`src/common/exec_pkg.sv`:
```
package exec_pkg;

	// Data widths of the execute stage
	typedef logic [31:0] word_t;
	typedef logic [63:0] dword_t;
	typedef logic [19:0] upper_imm_t;

	// ALU operation codes
	typedef enum logic [4:0] {
		OP_ADD    = 5'd0,
		OP_SUB    = 5'd1,
		OP_SLL    = 5'd2,
		OP_SLT    = 5'd3,
		OP_SLTU   = 5'd4,
		OP_XOR    = 5'd5,
		OP_SRL    = 5'd6,
		OP_SRA    = 5'd7,
		OP_OR     = 5'd8,
		OP_AND    = 5'd9,
		OP_LUI    = 5'd10,
		OP_AUIPC  = 5'd11,
		OP_NOP    = 5'd12,
		// M extension, multiply
		OP_MUL    = 5'd16,
		OP_MULH   = 5'd17,
		OP_MULHSU = 5'd18,
		OP_MULHU  = 5'd19,
		// M extension, divide and remainder
		OP_DIV    = 5'd20,
		OP_DIVU   = 5'd21,
		OP_REM    = 5'd22,
		OP_REMU   = 5'd23
	} alu_op_t;

	// rs2_src value that picks the I-type immediate
	localparam logic RS2_IMMED = 1'b1;

	// Register stages in the multi-cycle units
	localparam int MUL_LATENCY = 4;
	localparam int DIV_LATENCY = 33; // Input stage plus one stage per quotient bit

	// Stall counter width, must hold DIV_LATENCY
	localparam int DELAY_W = 6;

endpackage

```
`src/verilog/alu_core.sv`:
```
`timescale 1ns/1ps

module alu_core (
	input  exec_pkg::word_t       rs1_val,
	input  exec_pkg::word_t       rs2_val,
	input  logic                  rs2_src,
	input  exec_pkg::word_t       itype_imm,
	input  exec_pkg::upper_imm_t  upper_imm,
	input  exec_pkg::alu_op_t     alu_op,
	input  exec_pkg::word_t       curr_pc,
	input  exec_pkg::dword_t      mul_prod,
	input  exec_pkg::word_t       quotient,
	input  exec_pkg::word_t       remainder,
	output exec_pkg::word_t       op_a,
	output exec_pkg::word_t       op_b,
	output exec_pkg::dword_t      mul_a,
	output exec_pkg::dword_t      mul_b,
	output logic                  div_signed,
	output exec_pkg::word_t       alu_result
);

	exec_pkg::word_t upper_val;
	logic            a_unsigned;
	logic            b_unsigned;
	logic            div_by_zero;

	// Operand selection
	assign op_a = rs1_val;
	assign op_b = (rs2_src == exec_pkg::RS2_IMMED) ? itype_imm : rs2_val;

	assign upper_val = {upper_imm, 12'b0};

	// MULHU is unsigned on both sides, MULHSU only on the second operand
	assign a_unsigned = (alu_op == exec_pkg::OP_MULHU);
	assign b_unsigned = (alu_op == exec_pkg::OP_MULHU) || (alu_op == exec_pkg::OP_MULHSU);

	assign mul_a = a_unsigned ? {32'b0, op_a} : {{32{op_a[31]}}, op_a};
	assign mul_b = b_unsigned ? {32'b0, op_b} : {{32{op_b[31]}}, op_b};

	assign div_signed = (alu_op == exec_pkg::OP_DIV) || (alu_op == exec_pkg::OP_REM);

	assign div_by_zero = (op_b == '0);

	always_comb begin
		case (alu_op)
			exec_pkg::OP_ADD:    alu_result = op_a + op_b;
			exec_pkg::OP_SUB:    alu_result = op_a - op_b;
			exec_pkg::OP_SLL:    alu_result = op_a << op_b[4:0];
			exec_pkg::OP_SLT:    alu_result = {31'b0, $signed(op_a) < $signed(op_b)};
			exec_pkg::OP_SLTU:   alu_result = {31'b0, op_a < op_b};
			exec_pkg::OP_XOR:    alu_result = op_a ^ op_b;
			exec_pkg::OP_SRL:    alu_result = op_a >> op_b[4:0];
			exec_pkg::OP_SRA:    alu_result = $signed(op_a) >>> op_b[4:0];
			exec_pkg::OP_OR:     alu_result = op_a | op_b;
			exec_pkg::OP_AND:    alu_result = op_a & op_b;
			exec_pkg::OP_LUI:    alu_result = upper_val;
			exec_pkg::OP_AUIPC:  alu_result = curr_pc + upper_val;
			exec_pkg::OP_MUL:    alu_result = mul_prod[31:0];
			exec_pkg::OP_MULH,
			exec_pkg::OP_MULHSU,
			exec_pkg::OP_MULHU:  alu_result = mul_prod[63:32];
			// Divide by zero gives all ones, remainder by zero the dividend
			exec_pkg::OP_DIV,
			exec_pkg::OP_DIVU:   alu_result = div_by_zero ? '1 : quotient;
			exec_pkg::OP_REM,
			exec_pkg::OP_REMU:   alu_result = div_by_zero ? op_a : remainder;
			default:             alu_result = '0; // NOP
		endcase
	end

endmodule

```
`config.mk`:
```
export PLATFORM = sky130hd
export DESIGN_NAME = alu_core
export DESIGN_NICKNAME = d
export VERILOG_FILES = /design/src/common/exec_pkg.sv /design/src/verilog/alu_core.sv
export SDC_FILE = /design/constraint.sdc
export NUM_CORES = 1
export LEC_CHECK = 0
export BUFFER_PORTS_ARGS = -buffer_cell sky130_fd_sc_hd__buf_4
export CORE_AREA = 8 8 193 195
export DETAILED_ROUTE_END_ITERATION = 16
export DIE_AREA = 0 0 201 203
export GPL_ROUTABILITY_DRIVEN = 0
export REMOVE_ABC_BUFFERS = 1
export SLEW_MARGIN = 25
export SYNTH_ARGS = -nofsm -noshare
export SYNTH_HDL_FRONTEND = slang
export SYNTH_SLANG_ARGS = --single-unit
```
`constraint.sdc`:
```
create_clock -name vclk -period 12.2
set_input_delay 0.61 -clock vclk [all_inputs]
set_output_delay 0.61 -clock vclk [all_outputs]
set_load 0.005 [all_outputs]
```
==> summary.txt <==
run status - complete, no violations
Hold Crit Class - in2out
vias in the first global route - 16448
fin crit period - 6.83 ns
setup violators final - 0
Resized cells post-CTS - 0
first drt pass iteration count - 6
initial antenna violation count - 1
Max VDD drop - 0.0000228 V
Synth cell types - 77
cts-stage hold buffer count - 0
Final Slew Violations - 0
pwr/cell area - 52.9 nW/um^2
Synth top area share - 12.7%
FP Rows - 68
Inst Count DP - 2645
relative slew slack - 19.4%
total grt overflow - 0
DR vias - 16980
crit-path max FO - 62
Seq cells - 0
share of layout cells above drive strength 1 - 26.6%
crit start category - input pin
clock buffers - 0
register area - 0 um^2
largest net degree at the start of global routing - 64
global-route wire length before repair - 105 mm
Synth area leaders - ha_1 13%, mux2i_1 11%, buf_4 9.6%
Routed WL per cell - 27.2 um
Die Area - 40800 um^2
hold_ws - 1.49 ns
antenna cell count - 0
final net count - 2603
Leakage - 7.29 nW
final non-filler cell total - 2645
initial drt markers - 2647
placed wire-length estimate - 58.0 mm
Die Wd - 201 um
fill count - 3633
WL final - 71.8 mm
Post-CTS Setup Bufs - 0
Setup CP Type - in2out
synthesized area - 12400 um^2
Multi-input gate area - 10400 um^2
endpoint type of the worst setup path - output port
Synth warnings - 0
WP data arrival - 6.22 ns
IO Count - 507
total power draw - 0.816 mW
die height - 203 um
highest clock rate - 0.146 GHz
RSZ-0062 raised after global routing - no
post-synthesis cell type with the largest combined area - ha_1
final hold violation count - 0
port buffer count - 507
Max-Cap Viols - 0
Worst-Margin Slew - 1.19 ns
drt drc - 0
Worst Path Required - 11.59 ns
Syn Area/Cell - 6.41 um^2
TNS Setup - 0 ns
Core ar. - 34100 um^2
utilization after layout - 45.2%
Vias/cell - 6.42
post-route ant nets - 0
cells after synthesis - 1937
Post-synth top cells - 213 x nand2_1, 176 x nor2_1, 166 x o21ai_0, 162 x a21oi_1, 159 x buf_4
fin crit share - 56.0%
register area share after synthesis - 0%
most frequent cell after synthesis - nand2_1
Layout area overhead - 24.2%
Initial Utilization - 36.4%
Total GRT Usage - 32.4%
==> layout by cell type (no fill, tap or decap), drive strengths merged, types with 10 or more instances in the layout <==
cell	count
a221o	13
a21oi	162
nor3	31
a21o	18
nand2b	11
a31oi	30
buf	537
xnor2	19
o211ai	54
o2111ai	18
nor4	22
nand3	42
o221ai	15
o21ai	172
a22oi	30
o22ai	17
inv	103
nor2	176
o21bai	16
mux2i	139
o31ai	18
a211oi	23
or2	11
a221oi	41
nand4	10
nand2	213
ha	126
==> final timing paths <==
| path | startpoint | end | slack, ns | cells after the start |
|---|---|---|---|---|
| max | rs2_src | alu_result[0] | 5.37 | 19 |
| min | rs1_val[30] | op_a[30] | 1.49 | 2 |
==> critical path, cell delays in order <==
cell and delay [ns]:
buf_4 0.25, buf_4 0.55, nand2_1 0.14, o21a_2 0.15, buf_4 0.32, inv_2 0.10
buf_4 0.58, fa_1 0.33, or2_1 0.15, a221oi_2 0.09, o311ai_2 0.38, a31oi_1 0.19
a211oi_1 0.90, o211ai_1 0.24, a21oi_1 0.42, o31ai_1 0.17, nor2b_1 0.17, o31ai_1 0.22
buf_4 0.16
==> kinds of logic after synthesis <==
group,after synthesis,synth area share (%)
muxes,145,12.0
adders and majority gates,129,13.2
xor gates and xnor gates,23,1.62
buffers and inverters,390,16.8
AOI/OAI and AO/OA,687,36.3
and+or+nand+nor,563,20.1
==> metal layers <==
layer  GRT usage [%]  wire (um)
met1            40.9      28100
met2            51.9      31600
met3            8.86       8710
met4            12.3       3440
met5               0         12
==> power by group <==
part           total [mW]  internal (mW)  switching, mW
sequential              0              0              0
combinational       0.816          0.324          0.492
clock                   0              0              0
total               0.816          0.324          0.492
==> stage by stage <==
step / setup slack, ns / cell area (um^2)
after floorplan: 4.42 / 10700
after global placement: 5.57 / 15400
after detailed placement: 5.58 / 15400
after CTS: 5.55 / 15400
after global routing: 5.13 / 15400
final: 5.37 / 15400
==> final cells by class <==
cell class                      count  area share [%]
Inverter                          106            2.58
Multi-Input combinational cell   1547            67.6
Tap cell                          455            3.69
Timing Repair Buffer              537            26.1
No activity file was read; power rests on OpenSTA's default activity.
