File: src/common/exec_pkg.sv
package exec_pkg;

	// Data widths of the execute stage
	typedef logic [31:0] word_t;
	typedef logic [63:0] dword_t;
	typedef logic [19:0] upper_imm_t;

	// ALU operation codes
	typedef enum logic [4:0] {
		OP_ADD    = 5'd0,
		OP_SUB    = 5'd1,
		OP_SLL    = 5'd2,
		OP_SLT    = 5'd3,
		OP_SLTU   = 5'd4,
		OP_XOR    = 5'd5,
		OP_SRL    = 5'd6,
		OP_SRA    = 5'd7,
		OP_OR     = 5'd8,
		OP_AND    = 5'd9,
		OP_LUI    = 5'd10,
		OP_AUIPC  = 5'd11,
		OP_NOP    = 5'd12,
		// M extension, multiply
		OP_MUL    = 5'd16,
		OP_MULH   = 5'd17,
		OP_MULHSU = 5'd18,
		OP_MULHU  = 5'd19,
		// M extension, divide and remainder
		OP_DIV    = 5'd20,
		OP_DIVU   = 5'd21,
		OP_REM    = 5'd22,
		OP_REMU   = 5'd23
	} alu_op_t;

	// rs2_src value that picks the I-type immediate
	localparam logic RS2_IMMED = 1'b1;

	// Register stages in the multi-cycle units
	localparam int MUL_LATENCY = 4;
	localparam int DIV_LATENCY = 33; // Input stage plus one stage per quotient bit

	// Stall counter width, must hold DIV_LATENCY
	localparam int DELAY_W = 6;

endpackage

File: src/muldiv/latency_ctrl.sv
`timescale 1ns/1ps

module latency_ctrl (
	input  logic               clk,
	input  logic               reset,
	input  exec_pkg::alu_op_t  alu_op,
	output logic               stall
);

	logic [exec_pkg::DELAY_W-1:0] curr_delay;
	logic [exec_pkg::DELAY_W-1:0] delay_cnt;
	logic                         was_stalling;

	// Cycles the current op needs in its unit
	always_comb begin
		case (alu_op)
			exec_pkg::OP_MUL,
			exec_pkg::OP_MULH,
			exec_pkg::OP_MULHSU,
			exec_pkg::OP_MULHU: curr_delay = exec_pkg::DELAY_W'(exec_pkg::MUL_LATENCY);
			exec_pkg::OP_DIV,
			exec_pkg::OP_DIVU,
			exec_pkg::OP_REM,
			exec_pkg::OP_REMU:  curr_delay = exec_pkg::DELAY_W'(exec_pkg::DIV_LATENCY);
			default:            curr_delay = '0;
		endcase
	end

	// New op raises stall at once, later cycles follow the counter
	assign stall = was_stalling ? (delay_cnt != '0) : (curr_delay != '0);

	always_ff @(posedge clk or posedge reset) begin
		if (reset) begin
			delay_cnt    <= '0;
			was_stalling <= 1'b0;
		end else if (stall) begin
			if (was_stalling) begin
				delay_cnt <= delay_cnt - 1'b1;
			end else begin
				was_stalling <= 1'b1;
				delay_cnt    <= curr_delay - 1'b1; // First cycle already counted
			end
		end else begin
			was_stalling <= 1'b0; // Result cycle, ready for the next op
		end
	end

endmodule

File: config.mk
export PLATFORM = sky130hd
export DESIGN_NAME = latency_ctrl
export DESIGN_NICKNAME = d
export VERILOG_FILES = /design/src/common/exec_pkg.sv /design/src/muldiv/latency_ctrl.sv
export SDC_FILE = /design/constraint.sdc
export NUM_CORES = 1
export LEC_CHECK = 0
export ABC_AREA = 1
export BUFFER_PORTS_ARGS = -buffer_cell sky130_fd_sc_hd__buf_2
export CORE_UTILIZATION = 25
export DETAILED_ROUTE_END_ITERATION = 10
export PLACE_DENSITY_LB_ADDON = 0.3
export SLEW_MARGIN = 30
export SYNTH_ARGS = -nofsm -noshare
export SYNTH_HDL_FRONTEND = slang
export SYNTH_SLANG_ARGS = --single-unit
File: constraint.sdc
create_clock -name clk -period 2.5 [get_ports clk]
set_input_delay 0.125 -clock clk [delete_from_list [all_inputs] [get_ports clk]]
set_output_delay 0.125 -clock clk [all_outputs]
set_load 0.01 [all_outputs]
==> summary.md, run 1 <==
| Metric | Value |
|---|---|
| Worst path most repeated cell | nand2_1 |
| CP endpoint kind | flip-flop |
| Worst-Margin Slew | 0.3429 ns |
| Worst skew pair latency | roughly 0.24 ns |
| Final setup margin | between 0.9 and 1 ns |
| Worst path max stage delay | ~0.54 ns |
| CTS clk-pin slew, worst paths | around 0.05 ns |
| Final setup viols | 0 |
| P_leak | 0.2928 nW |
| Xor/xnor share of the synthesized area | between 1.5 and 2% |
| Layout area overhead | 17.76% |
| HPWL after DPL | between 600 and 700 µm |
| Critical path required time | approximately 2.6 ns |
| H-tree depth | 1 |
| Starting density of the core | 26.52% |
| Crit path DAT | between 1.5 and 2 ns |
| RSZ-0062 raised after global routing | no |
| Root Driver | clkbuf_4 |
| PortBufs | 5 |
| Final Cycle Share | between 60% and 70% |
| Crit path launch | was_stalling |
| Setup CP Type | flip-flop to flip-flop |
| Initial antenna violation count | 0 |
| PwrDens | between 1000 and 1500 mW/mm² |
| Diodes inserted | 0 |
| HP Class | primary input to flip-flop |
| Netlist Area Pre-Place | around 460 µm² |
| Adder-cell share of the synthesized area | 2.732% |
| Final Hold Viols | 0 |
| Capture point of the worst path | delay_cnt[4] |
| Syn_area_per_cell | about 7.4 µm² |
| Core box area | ~0.0017 mm² |
| Vias in the first global route | a little over 400 |
| Final instance area | approximately 540 µm² |
| Reg-to-Reg Start | was_stalling |
| R2R Path End | delay_cnt[4] |
| Routability congestion estimate | ~0.73 |
| Die area | 0.002007 mm² |
| Antenna-violating nets left | 0 |
| R2R setup slack | about 0.9 ns |
| Fin Setup TNS | 0 ns |
| 1st-iter DRT viols | 8 |
| Global-route wire length before repair | around 1600 µm |
| DIE HEIGHT | 44.80 µm |
| Worst r2r path cells | 10 |
| Max Root-Sink Buffers | 2 |
| Synth Area in Compound Gates | 3.279% |
| Maximum clock rate | roughly 630 MHz |
| Final wirelength | between 800 and 900 µm |
| Post-DP Area | about 500 µm² |
| Largest family of logic cells by synthesized area | simple AND/OR/NAND/NOR gates |
| GRT Util Overall | ~11% |
| Slowest CP cell | dfrtp_1 |
| Worst setup SP type | flip-flop |
| Synthesized Nets | 70 |
| Fin nets | 80 |
| Clock Sinks | 7 |
| Clock period minus final worst setup slack | about 1.6 ns |
| # fillers | 200 |
| Simple-Gate Fraction of Synth Area | between 40% and 50% |
| Max-slew violations | 0 |
| Post-CTS setup buffers | 0 |
| Status | completed |
| Layout cells sized above 1 | between 20 and 30% |
| Largest net degree at the start of global routing | 10 |
| Drt drc | 0 |
| Die width | ~45 µm |
| Top Ports | 8 |
| Post-Place Worst Slack | 0.9150 ns |
| Pre-Repair DR Iteration Count | 3 |
| Skew final | around 0.0020 ns |
| Worst vdd ir | slightly below 0.5 mV |
| Synth cell types | 19 |
| Routed via count | ~390 |
| TritonCTS Buffers | 3 |
| Mux contribution to synthesized area | 0% |
| Max-cap violations | 0 |
| Vias per cell | ~4.1 |
| Routed WL per cell | a little over 9 µm |
| GR Overflow Total | 0 |
| Synth Instances | 62 |
| Seq cells post-synth | 7 |
| Synth warn | 0 |
| Worst rel slew slack | 77.14% |
| Register area share after synthesis | about two fifths |
| TritonCTS clock tree | yes |
| CP Cell Sequence | inv_4 > nand4_1 > nand2_1 > inv_2 > ha_1 > nand3_1 > nor2_1 > nand2_1 > nand2_1 > nand2_1 |
| CP Max Fanout | 9 |
| # rows | 15 |
==> synth_stat cells, drive strengths merged <==
library cell | instances | area (µm²)
buf | 1 | 11.26
ha | 1 | 12.51
xor2 | 1 | 8.760
nand2 | 20 | 90.09
a21oi | 1 | 5.000
o21ai | 2 | 10.00
nor2 | 9 | 38.79
nand4 | 1 | 6.260
nand3 | 9 | 50.05
dfrtp | 7 | 175.2
inv | 8 | 35.03
nand3b | 2 | 15.01
==> routing by layer <==
layer | global-route usage (%) | up-vias | wire length, µm
met5 | 0 | - | 0
met4 | 9.091 | 0 | 14
met3 | 1.200 | 2 | 21
met2 | 15.88 | 4 | 399
met1 | 14.50 | 171 | 437
li1 | - | 214 | -
==> where the power goes <==
group / switching (W) / total [W] / internal [W]
combinational: 0.000267 / 0.000430 / 0.000163
sequential: 0.0000609 / 0.000238 / 0.000177
clock: 0.0000375 / 0.0000981 / 0.0000606
total: 0.000365 / 0.000766 / 0.000401
==> cells in the final DEF (no fill, tap or decap), types with 2 or more instances in the layout <==
cell / n
nand2_2: 3
dfrtp_1: 7
nand3_1: 8
nor2_1: 7
nand2_1: 16
nand3b_1: 2
nor2_2: 2
buf_2: 5
inv_1: 5
clkbuf_4: 3
inv_4: 2
==> worst min path at each step <==
stage               from            to  slack, ns  cells after the start
2_1_floorplan      reset  delay_cnt[0]      -0.07                      1
3_3_place_gp       reset  delay_cnt[4]       0.06                      2
3_5_place_dp       reset  delay_cnt[2]       0.07                      2
4_1_cts        alu_op[2]  delay_cnt[5]       0.30                      5
5_1_grt        alu_op[2]  delay_cnt[5]       0.34                      5
6_report       alu_op[2]  delay_cnt[5]       0.32                      5
==> layout make-up <==
class / count / area (µm²) / share of cell area [%]
multi-input cells: 46 / 236.5 / 43.85
well taps: 25 / 31.28 / 5.800
inverters: 8 / 35.03 / 6.497
clock buffers: 4 / 26.28 / 4.872
flip-flops and latches: 7 / 175.2 / 32.48
repair buffers: 6 / 35.03 / 6.497
==> registers in the layout, indices dropped and copies added (netlist names) <==
signal        count
was_stalling      1
delay_cnt         6
==> per-stage QoR <==
stage               hold WS, ns   power, W  instances  util (%)
global route             0.3407  0.0008656         96     31.23
global placement        0.06364  0.0006688         91     29.13
CTS                      0.2994  0.0007798         96     31.23
detailed placement      0.06523  0.0006710         91     29.13
finish                   0.3159  0.0007657         96     31.23
floorplan              -0.07160  0.0005965         62         -
==> logic make-up after synthesis <==
logic type | after synthesis
simple gates | 41
buf+inv | 9
flops | 7
compound gates | 3
xor+xnor | 1
fa+ha+maj | 1
==> critical path, delay by kind of cell (launching register included) <==
kind	cells	cell delay (ns)
adder cells (fa/ha/maj)	1	0.18
buffers and inverters	2	0.14
AND/OR/NAND/NOR	7	0.62
flip-flops	1	0.54
==> timing repair <==
action	in CTS	in global routing
resized for setup	0	0
endpoints found under the setup margin	0	0
hold buffers	1	0
hold endpoints to repair	7	0
No activity file was read; power rests on OpenSTA's default activity.
==> inputs of run 2 (changes only) <==
==> constraint.sdc (replaced) <==
create_clock -name clk -period 1.55 [get_ports clk]
set_input_delay 0.0775 -clock clk [delete_from_list [all_inputs] [get_ports clk]]
set_output_delay 0.0775 -clock clk [all_outputs]
set_load 0.01 [all_outputs]
==> summary.md, run 2 (synthesis gave the netlist of run 1 again) <==
| Metric | Value |
|---|---|
| Drt drc | 0 |
| P_leak | roughly 0.30 nW |
| Clock period minus final worst setup slack | 1.397 ns |
| Final wirelength | 914 µm |
| Layout cells sized above 1 | between 20% and 30% |
| PwrDens | approximately 2300 mW/mm² |
| Biggest register | delay_cnt |
| Die area | 0.002007 mm² |
| Top flop regs | delay_cnt: 6 flops, was_stalling: 1 flops |
| Skew final | ~0.0037 ns |
| Worst-Margin Slew | ~0.29 ns |
| Routability congestion estimate | 0.7380 |
| Fin nets | 82 |
| Worst skew pair latency | 0.25 ns |
| Final setup viols | 0 |
| Max-slew violations | 0 |
| Hold path depth | 5 |
| Crit path DAT | ~1.3 ns |
| Maximum clock rate | between 700 and 800 MHz |
| Top Ports | 8 |
| Starting density of the core | about a quarter |
| Status | completed |
| GRT Util Overall | about 11% |
| CP Max Fanout | 9 |
| CTS resizes | 0 |
| Post-Place Worst Slack | 0.1874 ns |
| Flop pwr share | 28.4% |
| PortBufs | 5 |
| Worst rel slew slack | slightly above 80% |
| Pint | roughly 0.0007 W |
| 1st-iter DRT viols | 7 |
| Final setup margin | 0.1534 ns |
| R2R setup slack | 0.18 ns |
| Antenna-violating nets left | 0 |
| Critical path required time | around 1.5 ns |
| Worst hold endpoint | delay_cnt[5] |
| TritonCTS clock tree | yes |
| Commonest non-fill, non-tap cell in the layout | nand2_1 |
| Vias in the first global route | approximately 370 |
| Vias per cell | about 4.2 |
| Finished Core Util | between 30% and 40% |
| Initial antenna violation count | 0 |
| Reg-to-Reg Start | was_stalling |
| Setup CP Type | flip-flop to output pin |
| Max-cap violations | 0 |
| Commonest non-fill, non-tap cells in the layout | nand2_1, nand3_1, nor2_1, dfrtp_1 |
| Fin Setup TNS | 0 ns |
| Worst r2r path cells | 9 |
| TritonCTS Buffers | 3 |
| HPWL after DPL | 718.3 µm |
| Largest net degree at the start of global routing | 10 |
| H-tree depth | 1 |
| Post-CTS setup buffers | 0 |
| Clock Sinks | 7 |
| Switching power | ~0.00062 W |
| DP Cell Count | 93 |
| # fillers | between 200 and 250 |
| Max reg flops | 6 |
| Die width | around 45 µm |
| Final non-filler cell total | approximately 100 |
| Routed via count | a little over 400 |
| Final Hold Viols | 0 |
| Max Root-Sink Buffers | 2 |
| HP Class | primary input to flip-flop |
| Comb power frac | a little under 60% |
| # rows | 15 |
| Diodes inserted | 0 |
| Final Cycle Share | between 90% and 100% |
| R2R Path End | delay_cnt[4] |
| CTS clk-pin slew, worst paths | ~0.05 ns |
| Global-route wire length before repair | ~1600 µm |
| Layout area overhead | 21.04% |
| Pre-Repair DR Iteration Count | 4 |
| Routed WL per cell | 9.327 µm |
| GR Overflow Total | 0 |
| RSZ-0062 raised after global routing | no |
| Sw Share | a little under half |
| Worst setup SP type | flip-flop |
| Core box area | ~0.0017 mm² |
| CP endpoint kind | output pin |
| Clk network pwr share | between 10% and 20% |
| DIE HEIGHT | about 45 µm |
| Root Driver | clkbuf_4 |
| Hold_sp | alu_op[2] |
| Worst vdd ir | 0.8748 mV |
| Post-CTS Hold Buffers | 1 |
[run 2: critical path, stage by stage (launching register included)]
cell	delay [ns]
dfrtp_1	0.44
buf_4	0.19
nand2_1	0.17
nand2_4	0.11
buf_2	0.16
[run 2: power by group through the flow]
stage	Clock, W	Sequential (W)	Combinational, W
global route	0.000185	0.000384	0.000880
finish	0.000170	0.000370	0.000763
floorplan	0	0.000338	0.000625
detailed placement	0	0.000373	0.000765
CTS	0.000175	0.000370	0.000769
global placement	0	0.000373	0.000762
[run 2: through the flow]
stage | hold WS [ns] | cell area [µm²] | power (W)
finish | 0.2199 | 554.3 | 0.001303
global route | 0.2699 | 554.3 | 0.001449
CTS | 0.2190 | 554.3 | 0.001314
detailed placement | 0.03077 | 518.0 | 0.001138
global placement | 0.02399 | 518.0 | 0.001135
floorplan | -0.1191 | 457.9 | 0.0009620
[run 2: worst max-delay path by stage]
stage	slack [ns]	to	depth (start not counted)	from
floorplan	0.20	delay_cnt[2]	9	was_stalling
global placement	0.17	delay_cnt[2]	8	was_stalling
detailed placement	0.19	delay_cnt[4]	9	was_stalling
CTS	0.15	stall	4	was_stalling
global route	0.005	delay_cnt[4]	10	was_stalling
finish	0.15	stall	4	was_stalling
[run 2: per-layer routing]
layer  track usage (%)  part of all wire [%]
met3             3.600                   3.2
met2             16.18                    44
met4             5.455                     0
met5                 0                     0
met1             15.17                    53
[run 2: cell type report]
cell class	count	area [µm²]	area share [%]
multi-input combinational	46	236.5	42.66
inverter	8	35.03	6.321
tap	25	31.28	5.643
sequential	7	175.2	31.60
timing repair buffer	8	50.05	9.029
clock buffer	4	26.28	4.740
